## src/common/filler_defs.svh

```systemverilog
`ifndef FILLER_DEFS_SVH
`define FILLER_DEFS_SVH

// Side of the square occupancy grid
// Rows and columns 0 and GRID_DIM-1 form an empty border
`define GRID_DIM 38

// Detector channels sampled in parallel on every fill cycle
`define NUM_CHANNELS 16

// Sampling cycles per frame after arming
`define FILL_CYCLES 16

// Arming word, alternating ones and zeros starting at the MSB
`define SYNC_PATTERN 16'hAAAA

// Width of one x or y coordinate in a channel word
`define COORD_W 6

// First coordinate that falls outside the fillable area
`define COORD_LIMIT 36

`endif

```

## src/common/grid_pkg.sv

```systemverilog
`include "filler_defs.svh"

package grid_pkg;

	// One grid row, bit index is the column
	typedef logic [`GRID_DIM-1:0] grid_row_t;

	// Whole occupancy grid, first index is the row
	typedef grid_row_t [`GRID_DIM-1:0] grid_t;

	// Frame sequencer states
	// idle    waiting for the sync word
	// fill    sampling channels
	// present settle cycle, then the frame strobe
	typedef enum logic [1:0]
	{
		SEQ_IDLE = 2'd0,
		SEQ_FILL = 2'd1,
		SEQ_PRESENT = 2'd2
	} seq_state_t;

endpackage

```

## src/frame_sequencer.sv

```systemverilog
`timescale 1ns/1ns

`include "filler_defs.svh"

module frame_sequencer
	import grid_pkg::*;
(
	input logic clk,
	input logic rst_n,
	input logic [$bits(`SYNC_PATTERN)-1:0] sync_word,
	output logic fill_en,
	output logic clear,
	output logic frame_valid
);

	localparam int CNT_W = $clog2(`FILL_CYCLES);
	localparam logic [CNT_W-1:0] LAST_FILL = CNT_W'(`FILL_CYCLES - 1);

	seq_state_t state;
	logic [CNT_W-1:0] fill_cnt;
	logic strobe_q;
	logic sync_match;

	assign sync_match = (sync_word == `SYNC_PATTERN);

	// Grid samples hits on every edge while filling
	assign fill_en = (state == SEQ_FILL);

	// Frame is shown and wiped in the same cycle
	assign frame_valid = strobe_q;
	assign clear = strobe_q;

	always_ff @(posedge clk)
	begin
		if (!rst_n)
		begin
			state <= SEQ_IDLE;
			fill_cnt <= '0;
			strobe_q <= 1'b0;
		end
		else
		begin
			case (state)
				SEQ_IDLE:
				begin
					// Only an idle block can be armed
					if (sync_match)
					begin
						state <= SEQ_FILL;
						fill_cnt <= '0;
					end
				end
				SEQ_FILL:
				begin
					if (fill_cnt == LAST_FILL)
					begin
						state <= SEQ_PRESENT;
					end
					else
					begin
						fill_cnt <= fill_cnt + 1'b1;
					end
				end
				SEQ_PRESENT:
				begin
					// First cycle lets the last fill settle, second one strobes
					if (!strobe_q)
					begin
						strobe_q <= 1'b1;
					end
					else
					begin
						strobe_q <= 1'b0;
						state <= SEQ_IDLE;
					end
				end
				default:
				begin
					state <= SEQ_IDLE;
					strobe_q <= 1'b0;
				end
			endcase
		end
	end

endmodule
```

## config.mk

```make
export PLATFORM = sky130hd
export DESIGN_NAME = frame_sequencer
export DESIGN_NICKNAME = d
export VERILOG_FILES = /design/src/common/grid_pkg.sv /design/src/frame_sequencer.sv
export VERILOG_INCLUDE_DIRS = /design/src /design/src/common
export SDC_FILE = /design/constraint.sdc
export NUM_CORES = 1
export LEC_CHECK = 0
export BUFFER_PORTS_ARGS = -buffer_cell sky130_fd_sc_hd__clkbuf_2
export CAP_MARGIN = 15
export CORE_AREA = 5 5 42 44
export DETAILED_ROUTE_END_ITERATION = 12
export DIE_AREA = 0 0 47 49
export SYNTH_ARGS = -nofsm -noshare
export SYNTH_HDL_FRONTEND = slang
export SYNTH_SLANG_ARGS = --single-unit
export TNS_END_PERCENT = 100
```

## constraint.sdc

```tcl
create_clock -name clk -period 1.5 [get_ports clk]
set_input_delay 0.225 -clock clk [delete_from_list [all_inputs] [get_ports clk]]
set_output_delay 0.225 -clock clk [all_outputs]
set_load 0.05 [all_outputs]
```

==> results of run 1 <==
[critical path: stages (launching register included)]
cell and delay [ps]:
sky130_fd_sc_hd__dfxtp_1 330, sky130_fd_sc_hd__nand2b_1 200, sky130_fd_sc_hd__inv_1 150, sky130_fd_sc_hd__buf_4 220
[metrics by stage]
stage / cell area [sq um] / hold slack, ps / std cells / power [uW]
global placement: 474.2 / 467.3 / 77 / 219.9
CTS: 500.5 / 297.0 / 81 / 392.4
detailed placement: 474.2 / 457.5 / 77 / 220.2
global route: 503.0 / 316.2 / 81 / 410.9
floorplan: 361.6 / 357.2 / 42 / 197.4
finish: 503.0 / 306.8 / 81 / 382.4
[placed cells by master, fill, tap and decap left out]
| master | synthesis | layout |
|---|---|---|
| sky130_fd_sc_hd__buf_4 | 1 | 1 |
| sky130_fd_sc_hd__o21ai_0 | 1 | 1 |
| sky130_fd_sc_hd__nor2_1 | 3 | 3 |
| sky130_fd_sc_hd__mux2i_1 | 1 | 1 |
| sky130_fd_sc_hd__dfxtp_1 | 7 | 7 |
| sky130_fd_sc_hd__o22ai_1 | 1 | 1 |
| sky130_fd_sc_hd__nand4_1 | 1 | 1 |
| sky130_fd_sc_hd__ha_1 | 1 | 1 |
| sky130_fd_sc_hd__nand3_1 | 3 | 3 |
| sky130_fd_sc_hd__clkbuf_4 | 0 | 3 |
| sky130_fd_sc_hd__clkbuf_1 | 0 | 1 |
| sky130_fd_sc_hd__o21ai_2 | 1 | 1 |
| sky130_fd_sc_hd__inv_1 | 2 | 2 |
| sky130_fd_sc_hd__nor4bb_1 | 1 | 1 |
| sky130_fd_sc_hd__and3_1 | 2 | 2 |
| sky130_fd_sc_hd__o21a_1 | 1 | 1 |
| sky130_fd_sc_hd__a21oi_1 | 2 | 2 |
| sky130_fd_sc_hd__a31oi_1 | 1 | 1 |
| sky130_fd_sc_hd__nand2b_1 | 3 | 3 |
| sky130_fd_sc_hd__nor4b_2 | 1 | 1 |
| sky130_fd_sc_hd__nand4bb_1 | 1 | 1 |
| sky130_fd_sc_hd__and4b_1 | 1 | 1 |
| sky130_fd_sc_hd__clkbuf_2 | 0 | 19 |
| sky130_fd_sc_hd__nand2_1 | 6 | 6 |
| sky130_fd_sc_hd__a211oi_1 | 1 | 1 |
[worst paths after layout]
path | endpoint | from
min | fill_cnt[1] | rst_n
max | fill_en | state[1]
max reg2reg | fill_cnt[2] | state[1]
min reg2reg | fill_cnt[3] | fill_cnt[3]
[routing by layer]
metal	global-route usage, %	vias to the layer above
met5	0	-
li1	-	199
met2	11.76	13
met3	5.535	0
met4	2.765	0
met1	10.42	162
[final cells by class]
| type | count | area, sq um |
|---|---|---|
| clock buffer | 4 | 26.28 |
| fill | 164 | 898.4 |
| inverter | 2 | 7.507 |
| multi-input combinational | 32 | 206.4 |
| sequential | 7 | 140.1 |
| tap | 16 | 20.02 |
| timing repair buffer | 20 | 102.6 |
[power by group through the flow]
stage               registers (uW)  clock network [uW]  logic, uW
CTS                            186                 176       30.3
floorplan                      190                   0       7.36
global placement               190                   0       29.9
detailed placement             190                   0       30.2
global route                   186                 192       33.2
finish                         186                 166       29.8
[cell families after synthesis]
| kind of cell | synth area share [%] |
|---|---|
| simple gates | 36.68 |
| flops | 38.75 |
| compound gates | 14.19 |
| buf+inv | 4.154 |
| mux | 2.768 |
| fa+ha+maj | 3.460 |
[timing repair]
action | CTS | global route
gates resized for setup | 0 | 3
setup endpoints to repair | 0 | 1
hold buffers | 0 | 0
[state kept, by name, indices dropped and copies added, names as in the netlist]
name / flops
fill_cnt: 4
clear: 1
state: 2
==> summary by stage, run 1 <==
Outcome
The flow ran to the end, and the final reports show no timing, DRC or antenna violations.

Drt
Using the TritonRoute via totals, the vias-per-cell ratio works out to between 4 and 5. The highest layer touched by signal routing is met3. Summing over every cut layer, the via total after detailed routing is 374. After the first detailed-routing iteration, the DRC count stood at 3. The detailed router put a total of roughly 370 um of wire on met1. Summed over all layers, the routed wires come to roughly 840 um. In the routed design, unresolved DRC markers number 0. The post-route antenna net violation count is 0. Detailed routing placed a total of around 380 um of wire on met2.

The total met3 wirelength after detailed routing is about 90 um. The length of the first detailed-routing pass in iterations is 2. The average detailed-routed wire length per instance is 10.32 um.

Die
The die extent in x is 47 um. The core footprint is approximately 1400 sq um. The overall die area is roughly 2300 sq um. After floorplanning, the core was divided into 14 placement rows.

During I/O placement, the number of pins put on the boundary was 21. For this configuration, the core starts out at a cell density of roughly a quarter. The floorplan step set the die height to approximately 49 um.

Timing
Setup repair after global routing left no endpoint under its margin. The share of the cycle needed by the critical path after routing is about nine tenths. The setup TNS is 0 ps.

Headroom to the max-slew limit came out at 81.70%. Across the routed clock network, the largest skew measured is between 1.5 and 2 ps. The count of final max-slew check failures is 0. After layout, the worst setup slack is about 130 ps. The timing-limited maximum frequency is 729.3 MHz. The actual transition at the worst max-transition pin is around 280 ps. Setup violations remaining at the end of the flow were counted as 0.

The post-layout minimum cycle time is ~1400 ps. The number of endpoints with negative hold slack in the final report was 0.

Power
The part of the power in registers is about half. The worst vdd rail ir drop is 0.3595 mV. The total power per unit cell area is approximately 760 nW/um^2.

The internal power contribution is 307.9 uW. The combinational share of power is under 10%. The cell leakage power is roughly 0.00024 uW. The net switching power is about 74 uW. Of the total power, the share spent switching nets is between 10% and 20%.

Per report_power, the clock group accounts for 43.5% of the total.

Synth
The portion of the post-synthesis area used by sequential elements is 38.75%. The share of flip-flops with an asynchronous set or reset after synthesis is 0%. After technology mapping, the gate count stands at 42. The most instantiated library cell after synthesis is sky130_fd_sc_hd__dfxtp_1. For this run, the number of Yosys warnings is 0.

Each instance of the synthesized netlist takes up on average between 8 and 9 sq um. The share of Yosys cell area claimed by the top area cell type is slightly below 40%. In the post-synthesis netlist, the biggest area contributors are sky130_fd_sc_hd__dfxtp_1 (39%), sky130_fd_sc_hd__nand2_1 (6.2%), sky130_fd_sc_hd__nand2b_1 (5.2%), sky130_fd_sc_hd__nand3_1 (4.2%), sky130_fd_sc_hd__nor4b_2 (4.2%). The post-synth design cell area is 361.6 sq um.

The flip-flop cell with the highest count after synthesis is sky130_fd_sc_hd__dfxtp_1. The commonest cells after synthesis are sky130_fd_sc_hd__dfxtp_1 (7), sky130_fd_sc_hd__nand2_1 (6), sky130_fd_sc_hd__nand2b_1 (3), sky130_fd_sc_hd__nand3_1 (3), sky130_fd_sc_hd__nor2_1 (3). The number of nets handed over by synthesis was a little over 60.

The cell type with the highest aggregate area in the netlist is sky130_fd_sc_hd__dfxtp_1. Yosys mapped a number of flops with a built-in enable equal to 0. After synthesis, the netlist uses 22 different library cells. The flip-flop and latch count after synthesis is 7.

Clocking
In this run the number of H-tree levels came out at 1. The clock tree from TritonCTS is yes. After clock tree synthesis, the clock-pin slew on the worst setup and hold paths is ~50 ps. CTS placed an instance of sky130_fd_sc_hd__clkbuf_4 at the clock tree root.

The number of buffers created by CTS is 3. The latest clock arrival within the worst-skew pair is roughly 240 ps. Counting every sink on the clock net gives 7.

The longest clock path from root to sink contains 2 buffers. The number of buffers added for setup after CTS is 0.

Global routing
The overall global routing resource usage is 8.475%. The first global-routing pass estimated about 1400 um of wire. The number of antenna violations at the first check in global routing was 0. The maximum number of pins on one net before global-route repair is 9. The number of global-route vias before repair is ~350. Summed over all layers, the global routing overflow is 0.

Worst setup path
In this run the register-to-register setup slack is around 240 ps. In this run the worst path has a maximum fanout of 5. The endpoint required time on the critical path is 1270 ps. The worst setup path is captured at an output port. The setup path with the least slack is of type reg -> out.

The data arrival time of the worst path is between 1000 and 1500 ps. Counting cells, the worst reg-to-reg path comes to 5. The type of element launching the critical path is a flop.

Placement
The detailed placer's ending HPWL is between 600 and 700 um. Routability-driven placement finished with a final weighted congestion of around 0.81. The worst slack after detailed placement is 255.4 ps. The total of buffers placed on input and output ports is 20.

Final layout
The number of antenna diodes in the final layout is 0. The signed area change from the synthesized netlist to the final layout is 39.10%. The fraction of layout cells with a size suffix above 1 is between 30 and 40%. At the end of the flow, the number of nets in the layout was between 80 and 90. The fraction of the core area covered by cells at the end of the flow is a little over a third.

Run
Max-cap violations in this run came to 0.

Hold path
The count of cells along the worst hold path is 3. The class of the worst hold path is in -> reg.
Note: power is estimated with default switching activity, not from simulation.
==> run 2, diff against run 1 <==
--- a/config.mk
+++ b/config.mk
@@ -6,6 +6,7 @@
 export SDC_FILE = /design/constraint.sdc
 export NUM_CORES = 1
 export LEC_CHECK = 0
+export ABC_AREA = 1
 export BUFFER_PORTS_ARGS = -buffer_cell sky130_fd_sc_hd__clkbuf_2
 export CAP_MARGIN = 15
 export CORE_AREA = 5 5 42 44
==> run 2 against run 1 <==
Via count is 17% higher. Area after synthesis is 18% higher. Clock skew is 1.0 ps higher. Flip-flop and latch count stayed put. Maximum frequency is 1.3% higher. Critical path type unchanged. Critical endpoint unchanged. Largest power group unchanged.
==> summary by stage, run 2 <==
Worst setup path
The number of buffers and inverters on the critical path is 2. Traced cell by cell, the critical path runs through nand2_2, inv_2, clkbuf_2. Along the worst path, the maximum fanout reaches 5. The type of element launching the critical path is a flop. The largest stage delay on the critical path is ~410 ps. Counting buffers and inverters, the worst setup path is 3 cells deep. STA classifies the critical path endpoint as an output port. The most critical setup path has its startpoint at state[0]. The cell type of the slowest stage on the worst timing path is sky130_fd_sc_hd__dfxtp_1. The endpoint required time on the critical path is approximately 1300 ps. For the worst setup path, the data arrival time is about 1100 ps. The number of cells on the worst reg-to-reg path is 5. The worst setup path category is reg -> out.

In this run the critical register-to-register path is launched from fill_cnt[0]. The endpoint of the lowest-slack register-to-register path is fill_cnt[0]. The category of cells accounting for the largest share of critical-path delay is flip-flops. The setup slack of the most critical reg-to-reg path is about 340 ps.

Timing
The count of final max-slew check failures came to 0. Setup repair after global routing left no endpoint under its margin. For the final routed database, the setup TNS stands at 0 ps. The clock tree skew after final layout is around 3.0 ps.

Timing would allow up to between 700 and 800 MHz. The number of endpoints with negative hold slack in the final report is 0. Headroom to the max-slew limit came out at 81.62%. The worst path setup slack after routing is 146.1 ps. Setup violations remaining at the end of the flow were counted as 0. After layout, the worst path uses between 90 and 100% of the clock period.

After layout, the minimum clock period comes to 1354 ps. The actual transition at the worst max-transition pin is 276.8 ps.

Clocking
Counting the buffers created by CTS gives 3. In this run the post-CTS setup repair buffer count came out at 0. The CTS root buffer is sky130_fd_sc_hd__clkbuf_4. The number of gates resized after CTS was 0. The number of H-tree branching levels is 1. TritonCTS built the clock tree. After clock tree synthesis, the clock-pin slew on the worst setup and hold paths is 60 ps. For this design, the sink count on the clock tree is 7. In this run the deepest clock path goes through 2 buffers. The total of hold buffers inserted after clock tree synthesis is 0. The latest clock arrival within the worst-skew pair is approximately 260 ps.

Drt
In the routed design, unresolved DRC markers number 0. The first routing iteration left 6 violations. The length of the first detailed-routing pass in iterations is 4. The sum of routed wire length over all layers is 929 um. After detailed routing, the number of vias per cell comes to around 4.5.

The total number of vias is 437. The average detailed-routed wire length per instance is around 9.5 um. Once detail routing completed, the nets flagged for antenna violations numbered 0.

Synth
Synthesis produced a netlist whose cell count is 59. The synthesized netlist net count is slightly below 80. The distinct cell type count after synthesis is 18. By instance count, the leading cell after synthesis is sky130_fd_sc_hd__nand2_1.

After synthesis, the cell types taking the most area are sky130_fd_sc_hd__dfxtp_1 (33%), sky130_fd_sc_hd__nand2_1 (8.8%), sky130_fd_sc_hd__a21oi_1 (8.2%), sky130_fd_sc_hd__inv_1 (6.2%), sky130_fd_sc_hd__nor2_1 (6.2%). The biggest area contributor in the post-synthesis netlist is sky130_fd_sc_hd__dfxtp_1. The share of Yosys cell area claimed by the top area cell type is 32.94%. After synthesis, the share of flip-flops with an asynchronous set or reset is 0%. For this run, the leading register cell type out of synthesis is sky130_fd_sc_hd__dfxtp_1. Yosys printed 0 warnings. The average size of a mapped cell is between 7 and 8 sq um. The synthesized design contains 0 enable-type register cells. In this run, synthesis produced a sequential element count of 7. The portion of the post-synthesis area used by sequential elements is between 30% and 40%.

Ranked by instance count, the synthesized netlist is headed by sky130_fd_sc_hd__nand2_1 (10), sky130_fd_sc_hd__a21oi_1 (7), sky130_fd_sc_hd__dfxtp_1 (7), sky130_fd_sc_hd__inv_1 (7), sky130_fd_sc_hd__nor2_1 (7). After synthesis the cells add up to between 400 and 500 sq um.

Final layout
After the last flow step, the layout net total stands at roughly 100. Excluding fillers, the count of instances in the completed layout stands at between 90 and 100. The layout has roughly 160 filler cells.

The library cell used most frequently in the layout, excluding fill and tap cells, is sky130_fd_sc_hd__clkbuf_2. The repair_antennas step left the layout with diodes totalling 0. The sequential cell area in the final layout is approximately 140 sq um. Of the cells placed in the final design, the portion with a size suffix greater than 1 is 40.24%. The number of flip-flops under the largest register name is 4.

Leaving out fill and tap cells, the most frequent cells in the layout are sky130_fd_sc_hd__clkbuf_2 (20), sky130_fd_sc_hd__nand2_1 (10). The most flop-heavy register is fill_cnt. The design area is about 570 sq um. From synthesis to final layout, the design area changed by 32.94%. Summing all multi-input logic gate instances after layout gives roughly 240 sq um.

Die
The core footprint is between 1000 and 1500 sq um. The initial standard-cell utilization of the core is between 30% and 40%. The boundary pin count is 21. The overall die area is around 2300 sq um. The chip height is between 40 and 50 um. The cell row count is 14. The die is roughly 47 um wide.

Hold path
The worst-case hold path end point is fill_cnt[3]. The class of the worst hold path is in -> reg. The worst hold path was traced through 3 stages. In this run the most critical hold path is launched from rst_n.

Power
The total power consumption of the routed design is 394.8 uW. The total power per unit cell area is 698.1 nW/um^2. The worst vdd rail ir drop is 0.3389 mV. Summed over all cells, the static leakage comes to around 0.00028 uW.

Global routing
The number of global-route vias before repair is 370. Global routing used a little under 9% of the available tracks. The wire length of the first global-routing pass is about 1400 um. The total congestion overflow is 0. The number of antenna violations at the first check in global routing is 0. The maximum number of pins on one net before global-route repair is 8.

Placement
OpenSTA, run right after detailed placement, puts the worst setup slack at about 360 ps. After legalization and detailed placement, the total HPWL measured around 780 um. The placer's final routability congestion estimate is approximately 0.81. The number of placed instances with taps included is 94. The standard cell area after detailed placement is 538.0 sq um. The total of buffers placed on input and output ports is 20.

Outcome
The flow ran to the end, and the final reports show no timing, DRC or antenna violations.

Run
Max-cap violations in this run came to 0.
[run 2: cell type report]
class | instances | share of cell area [%]
Sequential cell | 7 | 24.78
Inverter | 9 | 5.973
Timing Repair Buffer | 20 | 17.70
Multi-Input combinational cell | 42 | 43.14
Clock inverter | 1 | 0.8850
Tap cell | 16 | 3.540
Clock buffer | 3 | 3.982
[run 2: worst max-delay path by stage]
stage                             end  slack (ps)
after global routing          fill_en          90
after detailed placement  fill_cnt[0]         360
after global placement        fill_en         410
final                         fill_en         150
after CTS                     fill_en         140
after floorplan           frame_valid         340
[run 2: metal layers]
layer / global-route usage (%) / part of all wire, % / vias to the layer above
met5: 0 / 0 / -
met4: 8.295 / 4.4 / 0
met3: 2.214 / 9.8 / 4
met2: 14.03 / 46 / 15
met1: 8.791 / 40 / 182
li1: - / - / 236
[run 2: cell families (layout without fill, tap and decap cells)]
logic type               Yosys count  count (layout)  synth area share [%]
XOR/XNOR                           2               2                 4.118
adder cells (fa/ha/maj)            1               1                 2.941
AO/OA/AOI/OAI                      7               7                 8.234
flip-flops                         7               7                 32.94
buffers and inverters             10              33                 9.708
AND/OR/NAND/NOR                   32              32                 42.06
[run 2: report_power, final]
part / internal [uW] / leakage [uW] / switching, uW
registers: 186 / 0.0000563 / 0.00548
logic: 19.4 / 0.000208 / 13.3
clock network: 97.8 / 0.0000177 / 78.4
[run 2: worst register-to-register path: cells and delay by family (launching register included)]
family          cells  cell delay, ps
compound gates      1             120
flops               1             390
fa+ha+maj           1             220
simple gates        3             350
[run 2: through the flow]
step	utilization, %	hold slack, ps
floorplan	-	345.6
global placement	38.39	467.8
detailed placement	38.39	469.4
CTS	40.36	201.9
global route	40.36	220.4
finish	40.36	202.3
==> run 3, diff against run 2 <==
--- a/config.mk
+++ b/config.mk
@@ -12,6 +12,7 @@
 export CORE_AREA = 5 5 42 44
 export DETAILED_ROUTE_END_ITERATION = 12
 export DIE_AREA = 0 0 47 49
+export REMOVE_ABC_BUFFERS = 1
 export SYNTH_ARGS = -nofsm -noshare
 export SYNTH_HDL_FRONTEND = slang
 export SYNTH_SLANG_ARGS = --single-unit
==> run 3 against run 2 <==
Flip-flop and latch count did not move. Largest power group unchanged. Die area did not move. Cell area fell by 0.22%.
==> summary by stage, run 3 (same netlist as run 2, synthesis figures left out) <==
Placement
The count of buffers added on input and output ports is 20. The worst slack after detailed placement is roughly 380 ps. The congestion estimate from routability-driven global placement came to 0.7289.

Summing all placed instances gives a cell area of 538.0 sq um. In this run, placement finished with an instance count of between 90 and 100. Summed over all nets, the half-perimeter wirelength after detailed placement is around 770 um.

Timing
The worst path setup slack after routing is 151.9 ps. The clock tree skew after final layout is roughly 1.4 ps. Setup repair after global routing left no endpoint under its margin. Measured against its own limit, the worst slew margin works out to slightly above 80%.

The final setup violation count is 0. The number of endpoints with negative hold slack in the final report is 0. For this run, the top clock speed supported by timing is ~740 MHz. The post-layout minimum cycle time is around 1300 ps.

For the pin with the worst max-slew slack, the measured transition is 277.5 ps. The count of final max-slew check failures is 0. The share of the cycle needed by the critical path after routing is approximately nine tenths. The hold slack is 207.6 ps. Summed over all failing endpoints, the final setup total negative slack is 0 ps.

Final layout
In the final design database the tool counted just over 100 nets. The signed area change from the synthesized netlist to the final layout is 32.65%. In the layout the commonest cells are sky130_fd_sc_hd__clkbuf_2 (20), sky130_fd_sc_hd__nand2_1 (10). The leading cell type in the layout, fill and taps excluded is sky130_fd_sc_hd__clkbuf_2. Once layout is complete, the cells apart from fillers number just under 100.

The design area is 564.3 sq um. Counting flops per register, the top entry is fill_cnt. The antenna diode count is 0. The number of flip-flops under the largest register name is 4.

The fraction of layout cells with a size suffix above 1 is 39.02%.

Worst setup path
The critical path in this run is classified as reg -> out. The startpoint of the worst register-to-register path is fill_cnt[0]. Counting both buffers and inverters, the worst setup path holds a total of 2. The largest stage delay on the critical path is around 400 ps. Traced cell by cell, the critical path runs through nand2_2, inv_2, clkbuf_2. The setup slack of the most critical reg-to-reg path is roughly 370 ps.

The critical path starts at state[0]. The category of cells accounting for the largest share of critical-path delay is flip-flops. Following the worst setup path forward leads to its endpoint at fill_en. STA classifies the critical path startpoint as a flop. Data on the critical path arrives at its endpoint at 1120 ps. The endpoint identified for the worst register-to-register timing path is fill_cnt[3].

The cell type of the slowest stage on the worst timing path is sky130_fd_sc_hd__dfxtp_1. The number of cells on the worst reg-to-reg path is 6. The peak fanout along the critical path is 5. STA classifies the critical path endpoint as an output port. The total stage count of the critical path is 3. At the worst endpoint, the required time is about 1300 ps.

Drt
The post-route antenna net violation count is 0. For this block, the initial DRC count from the detailed router was 7. The average detailed-routed wire length per instance is between 9 and 10 um. Summing over every cut layer, the via total after detailed routing is roughly 430.

The length of the first detailed-routing pass in iterations is 4. The final routed DRC violation total is 0. For this block, the routed nets add up to between 900 and 1000 um of wire. After detailed routing, the number of vias per cell comes to about 4.4.

Power
The total power per unit cell area is ~690 nW/um^2. The cell leakage power is approximately 0.00028 uW. IR analysis of the VDD net gives a maximum drop of around 0.42 mV.

Run
The tool flagged a number of max-cap violations equal to 0.

Global routing
The number of global-route vias before repair came to around 400. For met1 alone, demand over resource in global routing was about a tenth. The global-route layer with the greatest usage is met2.

The number of antenna violations at the first check in global routing is 0. The wire length of the first global-routing pass is roughly 1500 um. The maximum number of pins on one net before global-route repair is 8. The total congestion overflow is 0.

The routing usage on met3 is under 10%. The global-route met2 utilization is approximately 14%. The overall global routing resource usage is a little under a tenth.

Clocking
The clock-pin slew reported for the worst setup and hold paths after clock tree synthesis is ~50 ps. The total of hold buffers inserted after clock tree synthesis is 0. CTS placed an instance of sky130_fd_sc_hd__clkbuf_4 at the clock tree root. Clock tree synthesis inserted a total of 3 buffers.

The number of buffers between clock root and the deepest sink is 2. The later pin in the worst-skew pair is clocked with a latency of around 250 ps. After clock tree synthesis, the setup repair step added 0 buffers. CTS built an H-tree with a depth of 1. The clock tree from TritonCTS is yes. The tree built by TritonCTS fans out to 7 sinks.

Gates resized during post-CTS repair numbered 0.

Die
The chip height is between 40 and 50 um. The core footprint is 1401 sq um. The initial standard-cell utilization of the core is 30.36%. The floorplan has 14 rows. The boundary pin count is 21. The overall die area is ~2300 sq um. The die extent in x is 47 um.

Outcome
The flow ran to the end, and the final reports show no timing, DRC or antenna violations.

Hold path
The class of the worst hold path is in -> reg.
## run 3: cell count changes in the layout (fill, tap and decap cells not counted)
cell                       change
sky130_fd_sc_hd__clkinv_2      -1
sky130_fd_sc_hd__clkbuf_1      +1
## run 3: metrics by stage
| stage | utilization, % | total power (uW) |
|---|---|---|
| CTS | 40.27 | 401.5 |
| global placement | 38.39 | 222.7 |
| detailed placement | 38.39 | 223.1 |
| floorplan | - | 200.2 |
| finish | 40.27 | 391.5 |
| global route | 40.27 | 417.6 |
## run 3: report_power, final
| group | leakage (uW) | internal, uW | total (uW) | switching [uW] |
|---|---|---|---|---|
| Clock | 0.0000150 | 102 | 173 | 71.2 |
| Combinational | 0.000208 | 19.4 | 32.6 | 13.2 |
| Sequential | 0.0000563 | 186 | 186 | 0.00536 |
| Total | 0.000279 | 307 | 391 | 84.4 |
## run 3: cell type report
class	count	area, sq um
tap	16	20.02
fill	155	837.1
sequential	7	140.1
clock buffer	4	26.28
inverter	9	33.78
timing repair buffer	20	100.1
multi-input combinational	42	244.0
## run 3: worst min-delay path: cells and delay by family
| family | cells | cell delay [ps] |
|---|---|---|
| buffers and inverters | 1 | 100 |
| AND/OR/NAND/NOR | 2 | 90 |
## run 3: how the worst min path moves through the flow
stage | startpoint | endpoint | slack (ps) | cells past startpoint
finish | rst_n | fill_cnt[3] | 210 | 3
global route | rst_n | state[1] | 210 | 3
CTS | rst_n | fill_cnt[3] | 200 | 3
detailed placement | rst_n | fill_cnt[3] | 470 | 3
global placement | rst_n | fill_cnt[3] | 470 | 3
floorplan | rst_n | fill_cnt[3] | 350 | 2
## run 3: routing by layer
metal / vias to the layer above / routed length [um]
li1: 234 / -
met1: 177 / 370
met2: 19 / 439
met3: 2 / 95
met4: 0 / 6
met5: - / 0
